`src/source/matrix_pkg.sv`:
```
package matrix_pkg;

    // one byte as it comes off the serial line
    typedef logic [7:0] data_byte_t;

    // display-control state driven to the LED scanner
    // rgb_enable: bit 0 red, bit 1 green, bit 2 blue
    // brightness_enable: bit 5 is plane 1 down to bit 0 for plane 6
    typedef struct packed {
        logic [2:0] rgb_enable;
        logic [5:0] brightness_enable;
    } display_ctrl_t;

    // everything on after reset
    localparam display_ctrl_t display_ctrl_reset = '{
        rgb_enable:        3'b111,
        brightness_enable: 6'b111111
    };

    // colour commands, upper case sets and lower case clears
    localparam data_byte_t cmd_red_on    = "R";
    localparam data_byte_t cmd_red_off   = "r";
    localparam data_byte_t cmd_green_on  = "G";
    localparam data_byte_t cmd_green_off = "g";
    localparam data_byte_t cmd_blue_on   = "B";
    localparam data_byte_t cmd_blue_off  = "b";

    // brightness plane toggles
    localparam data_byte_t cmd_plane_1 = "1";
    localparam data_byte_t cmd_plane_2 = "2";
    localparam data_byte_t cmd_plane_3 = "3";
    localparam data_byte_t cmd_plane_4 = "4";
    localparam data_byte_t cmd_plane_5 = "5";
    localparam data_byte_t cmd_plane_6 = "6";
    localparam data_byte_t cmd_planes_off = "0";
    localparam data_byte_t cmd_planes_on  = "9";

    // line load: "L", row byte, then one full row of pixel bytes
    localparam data_byte_t cmd_line = "L";

endpackage

```
`src/source/uart_rx.sv`:
```
module uart_rx
    import matrix_pkg::*;
#(
    parameter int clk_ticks_per_bit = 8
) (
    input  logic       clk_in,
    input  logic       reset,
    input  logic       serial_in,
    output data_byte_t rx_byte,
    output logic       rx_valid,
    output logic       rx_busy
);

    localparam int tick_bits = $clog2(clk_ticks_per_bit + 1);
    localparam logic [tick_bits-1:0] last_tick = tick_bits'(clk_ticks_per_bit - 1);
    localparam logic [tick_bits-1:0] half_tick = tick_bits'((clk_ticks_per_bit - 1) / 2);

    typedef enum logic [2:0] {
        rx_idle,
        rx_start,
        rx_data,
        rx_stop,
        rx_recover
    } rx_state_t;

    rx_state_t            state;
    logic [1:0]           serial_sync;
    logic                 serial_prev;
    logic [tick_bits-1:0] tick_count;
    logic [2:0]           bit_index;
    data_byte_t           shift_reg;

    // two-stage synchroniser, line idles high
    always_ff @(posedge clk_in) begin
        if (reset) begin
            serial_sync <= 2'b11;
            serial_prev <= 1'b1;
        end else begin
            serial_sync <= {serial_sync[0], serial_in};
            serial_prev <= serial_sync[1];
        end
    end

    always_ff @(posedge clk_in) begin
        if (reset) begin
            state      <= rx_idle;
            tick_count <= '0;
            bit_index  <= 3'd0;
            rx_valid   <= 1'b0;
        end else begin
            rx_valid <= 1'b0;
            case (state)
                rx_idle: begin
                    tick_count <= '0;
                    bit_index  <= 3'd0;
                    // falling edge marks the start bit
                    if (serial_prev && !serial_sync[1]) begin
                        state <= rx_start;
                    end
                end
                rx_start: begin
                    if (tick_count == half_tick) begin
                        tick_count <= '0;
                        // glitch, not a real start bit
                        state <= serial_sync[1] ? rx_idle : rx_data;
                    end else begin
                        tick_count <= tick_count + 1'b1;
                    end
                end
                rx_data: begin
                    if (tick_count == last_tick) begin
                        tick_count <= '0;
                        bit_index  <= bit_index + 1'b1;
                        if (bit_index == 3'd7) begin
                            state <= rx_stop;
                        end
                    end else begin
                        tick_count <= tick_count + 1'b1;
                    end
                end
                rx_stop: begin
                    if (tick_count == last_tick) begin
                        tick_count <= '0;
                        if (serial_sync[1]) begin
                            rx_valid <= 1'b1;
                            state    <= rx_idle;
                        end else begin
                            // framing error, byte is dropped
                            state <= rx_recover;
                        end
                    end else begin
                        tick_count <= tick_count + 1'b1;
                    end
                end
                rx_recover: begin
                    if (serial_sync[1]) begin
                        state <= rx_idle;
                    end
                end
                default: begin
                    state <= rx_idle;
                end
            endcase
        end
    end

    // data bits arrive lsb first, sampled at mid-bit
    always_ff @(posedge clk_in) begin
        if (state == rx_data && tick_count == last_tick) begin
            shift_reg <= {serial_sync[1], shift_reg[7:1]};
        end
    end

    assign rx_byte = shift_reg;
    assign rx_busy = (state == rx_start) || (state == rx_data) || (state == rx_stop);

endmodule

```
`config.mk`:
```
export PLATFORM = sky130hd
export DESIGN_NAME = uart_rx
export DESIGN_NICKNAME = d
export VERILOG_FILES = /design/src/source/matrix_pkg.sv /design/src/source/uart_rx.sv
export SDC_FILE = /design/constraint.sdc
export NUM_CORES = 1
export LEC_CHECK = 0
export ABC_AREA = 1
export BUFFER_PORTS_ARGS = -buffer_cell sky130_fd_sc_hd__buf_4
export CORE_UTILIZATION = 58
export CTS_CLUSTER_SIZE = 24
export DETAILED_ROUTE_END_ITERATION = 7
export PLACE_DENSITY = 0.88
export SETUP_SLACK_MARGIN = 0.2
export SLEW_MARGIN = 25
export SYNTH_ARGS = -nofsm -noshare
export SYNTH_HDL_FRONTEND = slang
export SYNTH_SLANG_ARGS = --single-unit
```
`constraint.sdc`:
```
create_clock -name clk_in -period 2.2 [get_ports clk_in]
set_clock_uncertainty 0.05 [all_clocks]
set_input_delay 0.44 -clock clk_in [delete_from_list [all_inputs] [get_ports clk_in]]
set_output_delay 0.44 -clock clk_in [all_outputs]
set_load 0.05 [all_outputs]
```
Word-level counts from Yosys, hierarchy flattened
Cells that the tools add are included.
- bits in registers: 22
- output and inout port bits: 10
- word-level logic and storage cells: 51
- input bits: 3
- reduce and logical (&&, ||, !) cells: 12
- add/subtract/negate cells: 2
- multiplexer cells: 15
- eq/ne operators: 13
- bitwise logic cells: 2
- operators with widths (operator ; number):
    $mux W3 ; 8
    $pmux W3 S5 ; 1
    $ne A2 B2 Y1 const B ; 6
    $pmux W4 S3 ; 1
    $mux W4 ; 2
    $eq A3 B2 Y1 const B ; 2
    $eq A3 B3 Y1 const B ; 2
    $pmux W3 S2 ; 1
    $reduce_and A6 Y1 ; 1
    $add A4 B1 Y4 const B ; 1
    $eq A4 B2 Y1 const B ; 1
    $eq A4 B3 Y1 const B ; 1
    $add A3 B1 Y3 const B ; 1
    $eq A3 B1 Y1 const B ; 1
    $logic_not A3 Y1 ; 1
    $reduce_bool A3 Y1 ; 1
    $reduce_or A3 Y1 ; 1
    $logic_and A1 B1 Y1 ; 2
    $logic_or A1 B1 Y1 ; 2
    $mux W2 ; 1
    $not A1 Y1 ; 2
    $reduce_and A2 Y1 ; 1
    $reduce_bool A2 Y1 ; 1
    $reduce_or A2 Y1 ; 1
    2 further kinds ; 2

Depth between registers and ports, before layout
- depth after elaboration: 4
- depth in mapped cells: 9
- depth with buffers taken out: 9

Worst setup path before layout
OpenSTA, ideal clock, no wires.
- kind: reg-to-output
- start: reg state[1]
- end: out rx_busy
- data arrival time: 1173 ps
- path buffers: 0
- data required time: 1710 ps
- cell stages (with the launch flop): 3
- setup slack: 537 ps
- cells stage by stage: dfxtp_1 > nor2_1 > nor2_1
- cells in the longest elaborated chain, start to end: 3
- elaborated cells on any way between the ends: 5
- those cells by class: eq/ne: 3; reduce/logical: 2
- RTL lines (item ; line ; text):
    from (decl) ; uart_rx.sv:26 ; rx_state_t state;
    from (signal assigned) ; uart_rx.sv:46 ; state <= rx_idle;
    from (signal assigned) ; uart_rx.sv:58 ; state <= rx_start;
    from (signal assigned) ; uart_rx.sv:65 ; state <= serial_sync[1] ? rx_idle : rx_data;
    $eq A3 B1 Y1 / $eq A3 B2 Y1 (equally long branches) ; uart_rx.sv:115 ; assign rx_busy = (state == rx_start) || (state == rx_data) || (state == rx_stop);
    $logic_or A1 B1 Y1 ; uart_rx.sv:115 ;
    $logic_or A1 B1 Y1 * ; uart_rx.sv:115 ;
    to (decl) ; uart_rx.sv:11 ; output logic rx_busy
Mark *: on every way between the ends. The rest lies on a longest branch, timed or not.

Worst setup path after layout
- start: reg state[2]
- end: out rx_busy
Same word-level chain as after synthesis.

==> reports/qor.csv <==
stage,metric,value,unit
power_and_ir_drop,pwr/cell area,1010,nW/um^2
die,Ports,13,
die,num rows,14,
critical_path,Setup crit start kind,register,
synth,Syn Area/Cell,9.42,um^2
timing,Final Hold Vio Count,0,
critical_path,Critical Path Fanout Max,12,
timing,hold_ws,0.267,ns
clock_tree,clock sinks,22,
grt,first-pass GRT wire length,2.62,mm
power_and_ir_drop,Pleak,0.000459,uW
timing,Setup-failing EPs final,0,
cells_and_area,Reg area,520,um^2
synth,sequential area share after synthesis,54.2,%
routing,DR vias/cell,5.45,
cells_and_area,ant diodes,0,
routing,first drt pass iteration count,4,
synth,leading post-synthesis cells by cell area,"dfxtp_1, edfxtp_1, nand2_1, ha_1, nor2_1",
timing,post-route clock period utilization,82.0,%
die,Initial Util,63.1,%
synth,Synth top area share,29.2,%
synth,syn_nets,108,
power_and_ir_drop,maximum resistive drop on vdd,0.691,mV
cells_and_area,P&R area growth vs syn,11.8,%
critical_path,critical path arrival,1.31,ns
clock_tree,# Post-CTS Setup Buffers,0,
outcome,status,"finished, final reports clean",
timing,Slew HR,66.0,%
critical_path,Worst path slowest cell,dfxtp_1,
critical_path,worst path required time,1.71,ns
place,IO Port Bufs,12,
synth,"Distinct cells, synth",22,
die,die height,42.7,um
cells_and_area,Nets,123,
clock_tree,number of buffers created by CTS,3,
die,die area,1820,um^2
flow_run,maxcap violations,0,
routing,DRC viols,0,
clock_tree,CTS Hold Bufs,0,
routing,Routed WL,1.58,mm
synth,Synth Warn #,0,
die,Core Region,1520,um^2
timing,RSZ-0062 raised after global routing,no,
place,HPWL Detailed,1.24,mm
routing,average wire per standard cell,12.0,um
place,Placer Congestion,0.803,
clock_tree,CTS tree,built,
synth,number of synthesized register bits,22,
grt,number of global-route vias before repair,637,
timing,pin slew with the least headroom to its limit,0.509,ns
cells_and_area,fill count,124,
critical_path,CP max stage delay,0.66,ns
clock_tree,"Clk Latency, worst-skew pair",0.30,ns
timing,total negative setup slack,0,ns
clock_tree,CTS root buffer,clkbuf_4,
grt,GR Util All Layers,20.0,%
die,Die W,42.7,um
routing,Detail Route Antenna Nets,0,
routing,Starting DRT DRC Count,15,
grt,antenna violations before repair,0,
routing,Via Count,719,
min_path,Min-Delay Path Class,primary input to register,
cells_and_area,layout cells sized above 1,28.4,%
critical_path,crit-path cells,"nor2_1, buf_4",
clock_tree,H-tree levels,1,
synth,gate count of the mapped netlist,102,
critical_path,CP Class,register to output port,
timing,fmax,554,MHz
synth,mapped cell area,961,um^2
grt,overflow left after global routing,0,
cells_and_area,Multi-input gate area,380,um^2
critical_path,CP Capture Type,output port,
timing,Final Max Slew Viols,0,
grt,largest net degree at the start of global routing,13,
clock_tree,post_cts resized,0,
synth,leading area contributor after synthesis,dfxtp_1,
clock_tree,CTS Buffer Depth,2,
timing,Final Critical Period,1.80,ns
clock_tree,clk slew on worst S/H paths,0.11,ns
flip-flops by register name, indices dropped and copies added, names as in the netlist:
signal       cells
bit_index        3
rx_byte          8
rx_valid         1
serial_prev      1
serial_sync      2
state            3
tick_count       4
path summary, 6_finish.rpt:
kind | from | endpoint | slack [ns] | cells after the start
min | serial_in | serial_sync[0] | 0.27 | 2
min reg2reg | serial_sync[0] | serial_sync[1] | 0.38 | 1
max | state[2] | rx_busy | 0.40 | 2
max reg2reg | tick_count[0] | rx_byte[4] | 0.61 | 3
routing by layer:
| metal | up-vias | wire [um] | track usage [%] |
|---|---|---|---|
| met4 | 0 | 27 | 11.3 |
| met1 | 340 | 715 | 24.7 |
| met2 | 13 | 783 | 32.4 |
| met3 | 4 | 51 | 3.83 |
| li1 | 362 | - | - |
| met5 | - | 0 | 0 |
power by group:
| group | total (uW) | switching [uW] | internal [uW] |
|---|---|---|---|
| logic | 399 | 266 | 133 |
| clock network | 178 | 111 | 66.2 |
| registers | 513 | 57.6 | 456 |
cells in the mapped netlist, drive strengths merged:
cell / n
nand2: 26
dfxtp: 14
nor2: 14
inv: 10
edfxtp: 8
nand3: 7
a21oi: 6
o21ai: 4
ha: 3
buf: 2
nand4: 2
or2: 2
a31oi: 1
nor3: 1
nor4: 1
xor2: 1
cell families after synthesis:
| family | Yosys count | share of synthesized area (%) |
|---|---|---|
| buffers and inverters | 12 | 6.25 |
| DFF | 22 | 54.2 |
| xor gates and xnor gates | 1 | 0.912 |
| AOI/OAI and AO/OA | 11 | 5.86 |
| adders and majority gates | 3 | 3.91 |
| and+or+nand+nor | 53 | 28.9 |
critical path, delay by kind of cell, from the launching register on:
family | cells | cell delay [ns]
simple gates | 1 | 0.14
buf+inv | 1 | 0.22
flops | 1 | 0.66
layout make-up:
type	count	area share [%]
clock buffer	3	2.10
clock inverter	1	0.349
inverter	10	3.49
multi-input combinational	68	35.4
sequential	22	48.4
tap	16	1.86
timing repair buffer	12	8.38
placed cells by master (no fill, tap or decap), drive strengths merged, types with 2 or more instances in the layout:
cell    count
o21ai       4
dfxtp      14
inv        10
buf        12
nand4       2
clkbuf      3
edfxtp      8
nand2      26
a21oi       6
nand3       7
or2         2
nor2       14
ha          3
per-stage QoR:
| stage | area (um^2) | power [uW] | cells | util, % | setup WS (ns) |
|---|---|---|---|---|---|
| detailed placement | 1050 | 917 | 128 | 68.8 | 0.606 |
| global placement | 1050 | 903 | 128 | 68.8 | 0.678 |
| global route | 1070 | 1170 | 132 | 70.5 | 0.313 |
| CTS | 1070 | 1100 | 132 | 70.5 | 0.380 |
| floorplan | 961 | 843 | 102 | - | 0.537 |
| finish | 1070 | 1090 | 132 | 70.5 | 0.395 |
Power figures use the tool's default switching activity.
