==> src/source/matrix_pkg.sv <==
package matrix_pkg;

    // one byte as it comes off the serial line
    typedef logic [7:0] data_byte_t;

    // display-control state driven to the LED scanner
    // rgb_enable: bit 0 red, bit 1 green, bit 2 blue
    // brightness_enable: bit 5 is plane 1 down to bit 0 for plane 6
    typedef struct packed {
        logic [2:0] rgb_enable;
        logic [5:0] brightness_enable;
    } display_ctrl_t;

    // everything on after reset
    localparam display_ctrl_t display_ctrl_reset = '{
        rgb_enable:        3'b111,
        brightness_enable: 6'b111111
    };

    // colour commands, upper case sets and lower case clears
    localparam data_byte_t cmd_red_on    = "R";
    localparam data_byte_t cmd_red_off   = "r";
    localparam data_byte_t cmd_green_on  = "G";
    localparam data_byte_t cmd_green_off = "g";
    localparam data_byte_t cmd_blue_on   = "B";
    localparam data_byte_t cmd_blue_off  = "b";

    // brightness plane toggles
    localparam data_byte_t cmd_plane_1 = "1";
    localparam data_byte_t cmd_plane_2 = "2";
    localparam data_byte_t cmd_plane_3 = "3";
    localparam data_byte_t cmd_plane_4 = "4";
    localparam data_byte_t cmd_plane_5 = "5";
    localparam data_byte_t cmd_plane_6 = "6";
    localparam data_byte_t cmd_planes_off = "0";
    localparam data_byte_t cmd_planes_on  = "9";

    // line load: "L", row byte, then one full row of pixel bytes
    localparam data_byte_t cmd_line = "L";

endpackage

==> src/source/command_decoder.sv <==
module command_decoder
    import matrix_pkg::*;
#(
    parameter int pixel_width     = 64,
    parameter int pixel_height    = 32,
    parameter int bytes_per_pixel = 2,
    localparam int row_bits   = $clog2(pixel_height),
    localparam int col_bits   = $clog2(pixel_width * bytes_per_pixel),
    localparam int addr_width = row_bits + col_bits
) (
    input  logic                  clk_in,
    input  logic                  reset,
    input  data_byte_t            rx_byte,
    input  logic                  rx_valid,
    output display_ctrl_t         display_ctrl,
    output logic                  wr_en,
    output logic [addr_width-1:0] wr_address,
    output data_byte_t            wr_data,
    output logic [7:0]            commands_done
);

    localparam logic [col_bits-1:0] col_max = col_bits'(pixel_width * bytes_per_pixel - 1);

    typedef enum logic [1:0] {
        dec_idle,
        dec_row_wait,
        dec_data_load
    } dec_state_t;

    dec_state_t          state;
    logic [row_bits-1:0] row;
    logic [col_bits-1:0] col;
    logic [addr_width-1:0] mapped_address;

    // upper column bits inverted so pixels go out in ascending order,
    // byte select in bit 0 kept as is
    assign mapped_address = {row, ~col[col_bits-1:1], col[0]};

    always_ff @(posedge clk_in) begin
        if (reset) begin
            state         <= dec_idle;
            row           <= '0;
            col           <= '0;
            display_ctrl  <= display_ctrl_reset;
            wr_en         <= 1'b0;
            commands_done <= 8'd0;
        end else begin
            wr_en <= 1'b0;
            if (rx_valid) begin
                case (state)
                    dec_idle: begin
                        case (rx_byte)
                            cmd_red_on:     display_ctrl.rgb_enable[0] <= 1'b1;
                            cmd_red_off:    display_ctrl.rgb_enable[0] <= 1'b0;
                            cmd_green_on:   display_ctrl.rgb_enable[1] <= 1'b1;
                            cmd_green_off:  display_ctrl.rgb_enable[1] <= 1'b0;
                            cmd_blue_on:    display_ctrl.rgb_enable[2] <= 1'b1;
                            cmd_blue_off:   display_ctrl.rgb_enable[2] <= 1'b0;
                            cmd_plane_1: begin
                                display_ctrl.brightness_enable[5] <=
                                    ~display_ctrl.brightness_enable[5];
                            end
                            cmd_plane_2: begin
                                display_ctrl.brightness_enable[4] <=
                                    ~display_ctrl.brightness_enable[4];
                            end
                            cmd_plane_3: begin
                                display_ctrl.brightness_enable[3] <=
                                    ~display_ctrl.brightness_enable[3];
                            end
                            cmd_plane_4: begin
                                display_ctrl.brightness_enable[2] <=
                                    ~display_ctrl.brightness_enable[2];
                            end
                            cmd_plane_5: begin
                                display_ctrl.brightness_enable[1] <=
                                    ~display_ctrl.brightness_enable[1];
                            end
                            cmd_plane_6: begin
                                display_ctrl.brightness_enable[0] <=
                                    ~display_ctrl.brightness_enable[0];
                            end
                            cmd_planes_off: display_ctrl.brightness_enable <= 6'b000000;
                            cmd_planes_on:  display_ctrl.brightness_enable <= 6'b111111;
                            cmd_line:       state <= dec_row_wait;
                            // unknown bytes are dropped
                            default: ;
                        endcase
                    end
                    dec_row_wait: begin
                        // a repeated "L" keeps waiting for the row
                        if (rx_byte != cmd_line) begin
                            row   <= rx_byte[row_bits-1:0];
                            col   <= col_max;
                            state <= dec_data_load;
                        end
                    end
                    dec_data_load: begin
                        wr_en <= 1'b1;
                        if (col == '0) begin
                            commands_done <= commands_done + 8'd1;
                            state         <= dec_idle;
                        end else begin
                            col <= col - 1'b1;
                        end
                    end
                    default: begin
                        state <= dec_idle;
                    end
                endcase
            end
        end
    end

    // write address and pixel byte, qualified by wr_en
    always_ff @(posedge clk_in) begin
        if (rx_valid && state == dec_data_load) begin
            wr_address <= mapped_address;
            wr_data    <= rx_byte;
        end
    end

endmodule

==> config.mk <==
export PLATFORM = sky130hd
export DESIGN_NAME = command_decoder
export DESIGN_NICKNAME = d
export VERILOG_FILES = /design/src/source/matrix_pkg.sv /design/src/source/command_decoder.sv
export SDC_FILE = /design/constraint.sdc
export NUM_CORES = 1
export LEC_CHECK = 0
export BUFFER_PORTS_ARGS = -buffer_cell sky130_fd_sc_hd__clkbuf_2
export CORE_AREA = 2 2 68 70
export CTS_CLUSTER_SIZE = 10
export DETAILED_ROUTE_END_ITERATION = 10
export DIE_AREA = 0 0 70 72
export PLACE_DENSITY_LB_ADDON = 0.05
export SLEW_MARGIN = 10
export SYNTH_ARGS = -nofsm -noshare
export SYNTH_HDL_FRONTEND = slang
export SYNTH_SLANG_ARGS = --single-unit
==> constraint.sdc <==
create_clock -name clk_in -period 2.4 [get_ports clk_in]
set_clock_uncertainty 0.1 [all_clocks]
set_input_delay 0.12 -clock clk_in [delete_from_list [all_inputs] [get_ports clk_in]]
set_output_delay 0.12 -clock clk_in [all_outputs]
set_load 0.005 [all_outputs]
* After elaboration in Yosys (flattened, before gate mapping)
Cells that the tools add are included.
Storage, ports and cells: word-level logic and storage cells 92, input bits 11, bits in registers 52
Cells by class: bitwise logic cells 8, reduce and logical (&&, ||, !) cells 27, $add $sub $neg 2, eq/ne operators 22, mux-type cells 17
Operators by type and width (count):
- $eq 8x6->1 const B | 8
- $eq 8x7->1 const B | 7
- $reduce_and 3->1 | 11
- $pmux 1 s3 | 6
- $reduce_bool 3->1 | 6
- $mux 7 | 2
- $pmux 7 s2 | 1
- $add 8x1->8 const B | 1
- $ne 8x7->1 const B | 1
- $reduce_and 4->1 | 2
- $reduce_bool 2->1 | 4
- $logic_not 7->1 | 1
- $not 1->1 | 7
- $sub 7x1->7 const B | 1
- $mux 2 | 3
- $ne 2x2->1 const B | 3
- $not 6->6 | 1
- $pmux 1 s2 | 3
- $pmux 2 s3 | 1
- $eq 2x1->1 const B | 1
- $eq 2x2->1 const B | 1
- $logic_not 2->1 | 1
- $ne 2x1->1 const B | 1
- $reduce_or 2->1 | 1
- 2 further kinds | 2

* Longest topological paths before layout
Gate-level depths: netlist of the first run.
depth after elaboration 3, gate-level depth with buffers 6, mapped depth without buffers 6

* Least setup slack after synthesis of the first run
OpenSTA, ideal clock, no wires.
path type register -> register, start register state[0], end register commands_done[6], period minus slack after synthesis 2.072 ns, required time 2.229 ns, arrival time 1.901 ns, path buffers 0, path slack 0.328 ns, library setup time 0.071 ns, stages on the path, launching flop included 6, cell sequence dfxtp_1 -> nand3b_1 -> inv_1 -> nand3_1 -> or3_1 -> a21oi_1
On the way: word-level cells in the longest chain between the ends 2
Ends and longest elaborated chain:
- from (decl) | line command_decoder.sv:30 | dec_state_t state;
- from (signal assigned) | line command_decoder.sv:41 | state <= dec_idle;
- from (signal assigned) | line command_decoder.sv:85 | cmd_line: state <= dec_row_wait;
- from (signal assigned) | line command_decoder.sv:95 | state <= dec_data_load;
- $eq 2x2->1 | line command_decoder.sv:50 | case (state)
- $reduce_and 3->1 (no line)
- to (signal assigned) | line command_decoder.sv:101 | commands_done <= commands_done + 8'd1;
- to (decl) | line command_decoder.sv:19 | output logic [7:0] commands_done
Every way passes these cells. A chain may end at the register's enable or synchronous reset.

* Worst setup path after layout of the first run
start input port rx_byte[4], end register display_ctrl[5] (netlist name)
On the way: word-level cells in the longest chain between the ends 3, elaborated cells between the ends (all ways) 6, those cells by class eq/ne (3); mux (1); reduce/logical (2)
Ends and longest elaborated chain:
- from (decl) | line command_decoder.sv:13 | input data_byte_t rx_byte,
- $eq 8x6->1 | line command_decoder.sv:52 | case (rx_byte)
- $reduce_bool 3->1 (no line)
- $reduce_and 3->1 (no line)
- to (signal assigned) | line command_decoder.sv:44 | display_ctrl <= display_ctrl_reset;
- to (decl) | line command_decoder.sv:15 | output display_ctrl_t display_ctrl,
Parallel ways exist; a longest one is shown, timed or not.

==> flow_metrics.env, run 1 <==
export IMPL_post_route_period_util=0.896
export IMPL_die_area_um2=5040
export IMPL_synth_cell_types=39
export IMPL_syn_area_per_cell_um2=10.3
export IMPL_cts_max_path_buffers=2
export IMPL_cpMaxStageDelayCell="dlygate4sd3_1"
export IMPL_worstMarginPinSlew_ns=0.802
export IMPL_grt_pass1_wl_mm=7.51
export IMPL_final_area_um2=2690
export IMPL_antenna_cells=0
export IMPL_rsz0062_at_grt="false"
export IMPL_finalSetupTns_ns=0
export IMPL_place_gp_congestion=0.782
export IMPL_pwr_density_cell_nw_per_um2=588
export IMPL_maxCapViolCount=0
export IMPL_worstPathRequired_ns=2.51
export IMPL_syn_inst=217
export IMPL_viasPerCell=5.48
export IMPL_hold_viol=0
export IMPL_crit_path_cell_trace="dlygate4sd3_1 > clkbuf_2 > nor4bb_1 > nand3b_1 > or4_1 > a211o_1"
export IMPL_slew_headroom=0.462
export IMPL_hpwl_mm=3.06
export IMPL_grt_use_total=0.187
export IMPL_rows=24
export IMPL_wl_mm=4.39
export IMPL_status="completed"
export IMPL_coreArea_um2=4260
export IMPL_maxSlewViolCount=0
export IMPL_clk_pin_slew_ns=0.09
export IMPL_drc=0
export IMPL_htree_levels=2
export IMPL_met2_usage=0.299
export IMPL_antenna_found_initial=0
export IMPL_cp_top_family="simple AND/OR/NAND/NOR gates"
export IMPL_top_usage_layer="met2"
export IMPL_routedWlPerCell_um=13.5
export IMPL_post_dp_cell_area_um2=2540
export IMPL_p_leak_nw=0.976
export IMPL_numCtsBuffers=5
export IMPL_path_buf_inv=2
export IMPL_dieHeight_um=72
export IMPL_ant_nets=0
export IMPL_holdBufCountCts=4
export IMPL_cts_repair_timing_setup_buffer_count=0
export IMPL_ys_warnings_count=0
export IMPL_fin_nets=286
export IMPL_firstDrtPassIters=4
export IMPL_hold_class="input port to register"
export IMPL_grt_pass1_vias=1719
export IMPL_path_class="input port to register"
export IMPL_ios=49
export IMPL_grt_max_degree=34
export IMPL_p_total_mw=1.58
export IMPL_initial_core_util=0.522
export IMPL_via_count=1780
export IMPL_final_min_clock_period_ns=2.15
export IMPL_cts_tree="yes"
export IMPL_setup_violations=0
export IMPL_cp_slowest_stage_delay_ns=0.54
export IMPL_drt_first_iter_violations=67
export IMPL_portBuffers=48
export IMPL_drive_gt1_frac=0.245
export IMPL_grt_util_met3=0.0542
export IMPL_clock_latency_ns=0.30
export IMPL_post_cts_resized=0
export IMPL_use_met1=0.242
export IMPL_yosys_register_bits=52
export IMPL_yosysSeqAreaShare=0.558
export IMPL_cts_sinks=52
export IMPL_worst_path_max_fanout=6
export IMPL_cts_root_buf="clkbuf_8"
export IMPL_worstSetupStartpointType="input port"
export IMPL_dieWidth_um=70
export IMPL_grt_overflow=0
export IMPL_syn_nets=231
export IMPL_syn_area_um2=2230
export IMPL_critical_path_arrival_ns=2.26
export IMPL_area_growth_syn_to_layout_pct=20.9
export IMPL_endpoint_kind="register"
export IMPL_fmax_mhz=465
export IMPL_vdd_drop_max_mv=0.330
-- final timing paths --
path                                    to           startpoint  slack (ns)  cells past startpoint
min reg2reg        wr_address[9]$_DFFE_PP_  row[2]$_SDFFE_PP0P_        0.34                      0
max           display_ctrl[5]$_SDFFE_PP1P_           rx_byte[4]        0.25                      6
min                  state[0]$_SDFFE_PP0P_             rx_valid        0.04                      4
max reg2reg  commands_done[7]$_SDFFE_PP0P_  col[2]$_SDFFE_PP0P_        0.26                      4
-- final cells by class --
class                      instances  area [µm²]
clock buffer                       5        68.8
tap                               52        65.1
timing repair buffer              58         325
inverter                          13        48.8
sequential                        52        1240
multi-input combinational        142         898
clock inverter                     3        42.5
fill                             370        1570
-- logic make-up after synthesis --
group	count (synthesis)	synth area share
compound gates	56	0.166
buf+inv	23	0.0388
xor+xnor	9	0.0354
flops	52	0.558
simple gates	71	0.172
mux	3	0.0135
fa+ha+maj	3	0.0169
-- through the flow --
stage / instances / util / setup slack [ns] / hold WS [ns]
floorplan: 217 / - / 0.328 / 0.119
global placement: 313 / 0.595 / 0.314 / 0.251
detailed placement: 313 / 0.595 / 0.288 / 0.255
CTS: 325 / 0.631 / 0.263 / 0.0357
global route: 325 / 0.631 / 0.0612 / 0.0489
finish: 325 / 0.631 / 0.249 / 0.0362
-- state kept, by name, indices dropped and copies added (netlist names) --
signal / cells
wr_address: 12
display_ctrl: 9
commands_done: 8
wr_data: 8
col: 7
row: 5
state: 2
wr_en: 1
-- report_power, final --
part | internal [mW] | switching [mW] | total (mW)
Sequential | 0.912 | 0.000950 | 0.913
Combinational | 0.0294 | 0.0468 | 0.0762
Clock | 0.309 | 0.285 | 0.594
Total | 1.25 | 0.333 | 1.58
-- tightest hold or removal path: cells and delay by family --
| kind | cells | cell delay [ns] |
|---|---|---|
| compound gates | 1 | 0.05 |
| simple gates | 1 | 0.06 |
| buf+inv | 2 | 0.17 |
-- cells in the final DEF (no fill, tap or decap), types with 3 or more instances in the layout --
| master | synthesis | final |
|---|---|---|
| a211o_1 | 3 | 3 |
| a211oi_1 | 3 | 3 |
| a21oi_1 | 21 | 21 |
| buf_4 | 0 | 6 |
| clkbuf_2 | 0 | 48 |
| clkbuf_8 | 0 | 5 |
| dfxtp_1 | 32 | 32 |
| dlygate4sd3_1 | 0 | 4 |
| edfxtp_1 | 20 | 20 |
| ha_1 | 3 | 3 |
| inv_1 | 13 | 13 |
| mux2i_1 | 3 | 3 |
| nand2_1 | 16 | 16 |
| nand3_1 | 5 | 5 |
| nand4_1 | 4 | 4 |
| nor2_1 | 16 | 16 |
| nor2b_1 | 3 | 3 |
| nor3_1 | 6 | 6 |
| nor4bb_1 | 4 | 4 |
| o21a_1 | 4 | 4 |
| o21ai_0 | 8 | 8 |
| o32ai_1 | 4 | 4 |
| o41ai_1 | 4 | 4 |
| or3_1 | 4 | 4 |
| xnor2_1 | 5 | 5 |
| xor2_1 | 4 | 4 |
-- cells in the mapped netlist --
| cell type | number | share of area |
|---|---|---|
| dfxtp_1 | 32 | 0.29 |
| a21oi_1 | 21 | 0.047 |
| edfxtp_1 | 20 | 0.27 |
| nand2_1 | 16 | 0.027 |
| nor2_1 | 16 | 0.027 |
| inv_1 | 13 | 0.022 |
| clkbuf_1 | 10 | 0.017 |
| o21ai_0 | 8 | 0.018 |
| nor3_1 | 6 | 0.013 |
| nand3_1 | 5 | 0.011 |
| xnor2_1 | 5 | 0.020 |
| nand4_1 | 4 | 0.011 |
| nor4bb_1 | 4 | 0.018 |
| o21a_1 | 4 | 0.013 |
| o32ai_1 | 4 | 0.016 |
| o41ai_1 | 4 | 0.016 |
| or3_1 | 4 | 0.011 |
| xor2_1 | 4 | 0.016 |
| a211o_1 | 3 | 0.012 |
| a211oi_1 | 3 | 0.010 |
| ha_1 | 3 | 0.017 |
| mux2i_1 | 3 | 0.013 |
| nor2b_1 | 3 | 0.0084 |
| a31oi_1 | 2 | 0.0056 |
| and3_1 | 2 | 0.0056 |
| nand2b_1 | 2 | 0.0056 |
| nand3b_1 | 2 | 0.0067 |
| o2111ai_1 | 2 | 0.0079 |
| or4_4 | 2 | 0.010 |
| a2111oi_0 | 1 | 0.0039 |
| a211o_2 | 1 | 0.0045 |
| nor3b_1 | 1 | 0.0034 |
| nor4_1 | 1 | 0.0028 |
| nor4b_1 | 1 | 0.0039 |
| o211ai_1 | 1 | 0.0034 |
| o21ba_2 | 1 | 0.0045 |
| o31a_1 | 1 | 0.0039 |
| or2_2 | 1 | 0.0028 |
| or4_1 | 1 | 0.0034 |
-- metal layers --
metal  vias to the layer above  share of wire
li1                        913              -
met1                       812           0.47
met2                        50           0.46
met3                         5          0.064
met4                         0          0.013
met5                         -              0
No activity file was read; power rests on OpenSTA's default activity.
==> run 2: changes to the inputs <==
- PLACE_DENSITY: default -> 0.89
- PLACE_DENSITY_LB_ADDON: 0.05 -> default
==> run 2 against run 1 <==
Against the previous run: sequential share of layout area increased by 0.48 points; cell count unchanged; via count increased by 5.0%; die area unchanged; sequential power about the same; clock-buffer cell count increased by 1; critical path type unchanged.
==> flow_metrics.env, run 2 (same netlist as run 1, synthesis figures left out) <==
export IMPL_place_gp_congestion=0.781
export IMPL_p_leak_nw=0.960
export IMPL_clock_latency_ns=0.30
export IMPL_rsz0062_at_grt="false"
export IMPL_p_comb_frac=0.052
export IMPL_antenna_found_initial=0
export IMPL_path_class="input port to register"
export IMPL_post_cts_resized=0
export IMPL_maxCapViolCount=0
export IMPL_grt_overflow=0
export IMPL_p_total_mw=1.47
export IMPL_final_cell_mix="clkbuf_2 (48), dfxtp_1 (32), a21oi_1 (21)"
export IMPL_p_int_mw=1.14
export IMPL_pwr_density_cell_nw_per_um2=551
export IMPL_finalSetupTns_ns=0
export IMPL_rows=24
export IMPL_top_register="wr_address"
export IMPL_vdd_drop_max_mv=0.302
export IMPL_hold_viol=0
export IMPL_firstDrtPassIters=4
export IMPL_die_area_um2=5040
export IMPL_setup_violations=0
export IMPL_cts_tree="yes"
export IMPL_post_route_period_util=0.898
export IMPL_layout_commonest_cell="clkbuf_2"
export IMPL_routedWlPerCell_um=14.5
export IMPL_worst_path_max_fanout=6
export IMPL_grt_pass1_vias=1771
export IMPL_drt_first_iter_violations=173
export IMPL_coreArea_um2=4260
export IMPL_maxSlewViolCount=0
export IMPL_critical_path_arrival_ns=2.26
export IMPL_post_dp_cell_area_um2=2540
export IMPL_finish_utilization=0.624
export IMPL_slew_headroom=0.477
export IMPL_status="completed"
export IMPL_worstPathRequired_ns=2.50
export IMPL_viasPerCell=5.75
export IMPL_cts_repair_timing_setup_buffer_count=0
export IMPL_grt_max_degree=34
export IMPL_hold_class="input port to register"
export IMPL_worstSetupStartpointType="input port"
export IMPL_ant_nets=0
export IMPL_largest_reg_flops=12
export IMPL_worstMarginPinSlew_ns=0.780
export IMPL_top_regs="wr_address x12, display_ctrl x9"
export IMPL_dieHeight_um=72
export IMPL_power_switching_mw=0.324
export IMPL_final_min_clock_period_ns=2.16
export IMPL_area_growth_syn_to_layout_pct=19.6
export IMPL_drc=0
export IMPL_wl_mm=4.71
export IMPL_power_share_clock=0.326
export IMPL_grt_pass1_wl_mm=7.83
export IMPL_portBuffers=48
export IMPL_htree_levels=2
export IMPL_drive_gt1_frac=0.238
export IMPL_endpoint_kind="register"
export IMPL_via_count=1869
export IMPL_swShare=0.221
export IMPL_place_ws_ns=0.288
export IMPL_ios=49
export IMPL_fin_nets=286
export IMPL_hpwl_mm=3.22
export IMPL_cts_root_buf="clkbuf_8"
export IMPL_clk_pin_slew_ns=0.09
export IMPL_dieWidth_um=70
export IMPL_initial_core_util=0.522
export IMPL_power_frac_seq=0.622
export IMPL_antenna_cells=0
export IMPL_fmax_mhz=464
export IMPL_numCtsBuffers=5
export IMPL_final_area_um2=2660
export IMPL_cts_sinks=52
export IMPL_cts_max_path_buffers=2
export IMPL_setup_slack_ns=0.245
export IMPL_grt_use_total=0.191
==> run 2: changes by cell type in the layout (fill, tap and decap cells not counted), sizes merged <==
cell,before,now
clkbuf,53,54
bufinv,1,0
==> run 2: final cells by class <==
type                            instances  area [µm²]
Fill cell                             373        1600
Timing Repair Buffer                   58         325
Tap cell                               52        65.1
Multi-Input combinational cell        142         898
Inverter                               13        48.8
Clock inverter                          2        11.3
Clock buffer                            6        72.6
Sequential cell                        52        1240
==> run 2: through the flow <==
stage	hold WS (ns)	std cells
CTS	0.0498	325
global route	0.0958	325
finish	0.0618	325
detailed placement	0.246	313
floorplan	0.119	217
global placement	0.252	313
==> run 2: path summary, 6_finish.rpt <==
check	from	to	slack [ns]	cells past startpoint
worst min register to register	row[0]$_SDFFE_PP0P_	wr_address[7]$_DFFE_PP_	0.34	0
worst min-delay path	rx_valid	state[0]$_SDFFE_PP0P_	0.06	4
worst max-delay path	rx_byte[4]	display_ctrl[5]$_SDFFE_PP1P_	0.24	6
worst max register to register	col[2]$_SDFFE_PP0P_	commands_done[7]$_SDFFE_PP0P_	0.26	4
==> run 2: repair_timing <==
action / CTS / global route
endpoints found under the setup margin: 0 / 0
hold buffers: 4 / 0
endpoints found under the hold margin: 4 / 0
==> run 2: power groups by stage <==
stage / Combinational, mW / Clock [mW] / Sequential, mW
floorplan: 0.0449 / 0 / 0.933
global placement: 0.0678 / 0 / 0.933
detailed placement: 0.0699 / 0 / 0.933
CTS: 0.0755 / 0.493 / 0.913
global route: 0.0848 / 0.521 / 0.913
finish: 0.0770 / 0.478 / 0.913
==> run 2: worst max-delay path: stages <==
cell           delay, ns
dlygate4sd3_1       0.54
clkbuf_2            0.18
nor4bb_1            0.51
nand3b_1            0.17
or4_1               0.43
a211o_1             0.29
==> run 2: routing by layer <==
metal  global-route usage  vias to the layer above  part of all wire
met3               0.0403                        4             0.063
met5                    0                        -                 0
li1                     -                      907                 -
met2                0.321                       65              0.49
met1                0.245                      893              0.44
met4               0.0726                        0            0.0079
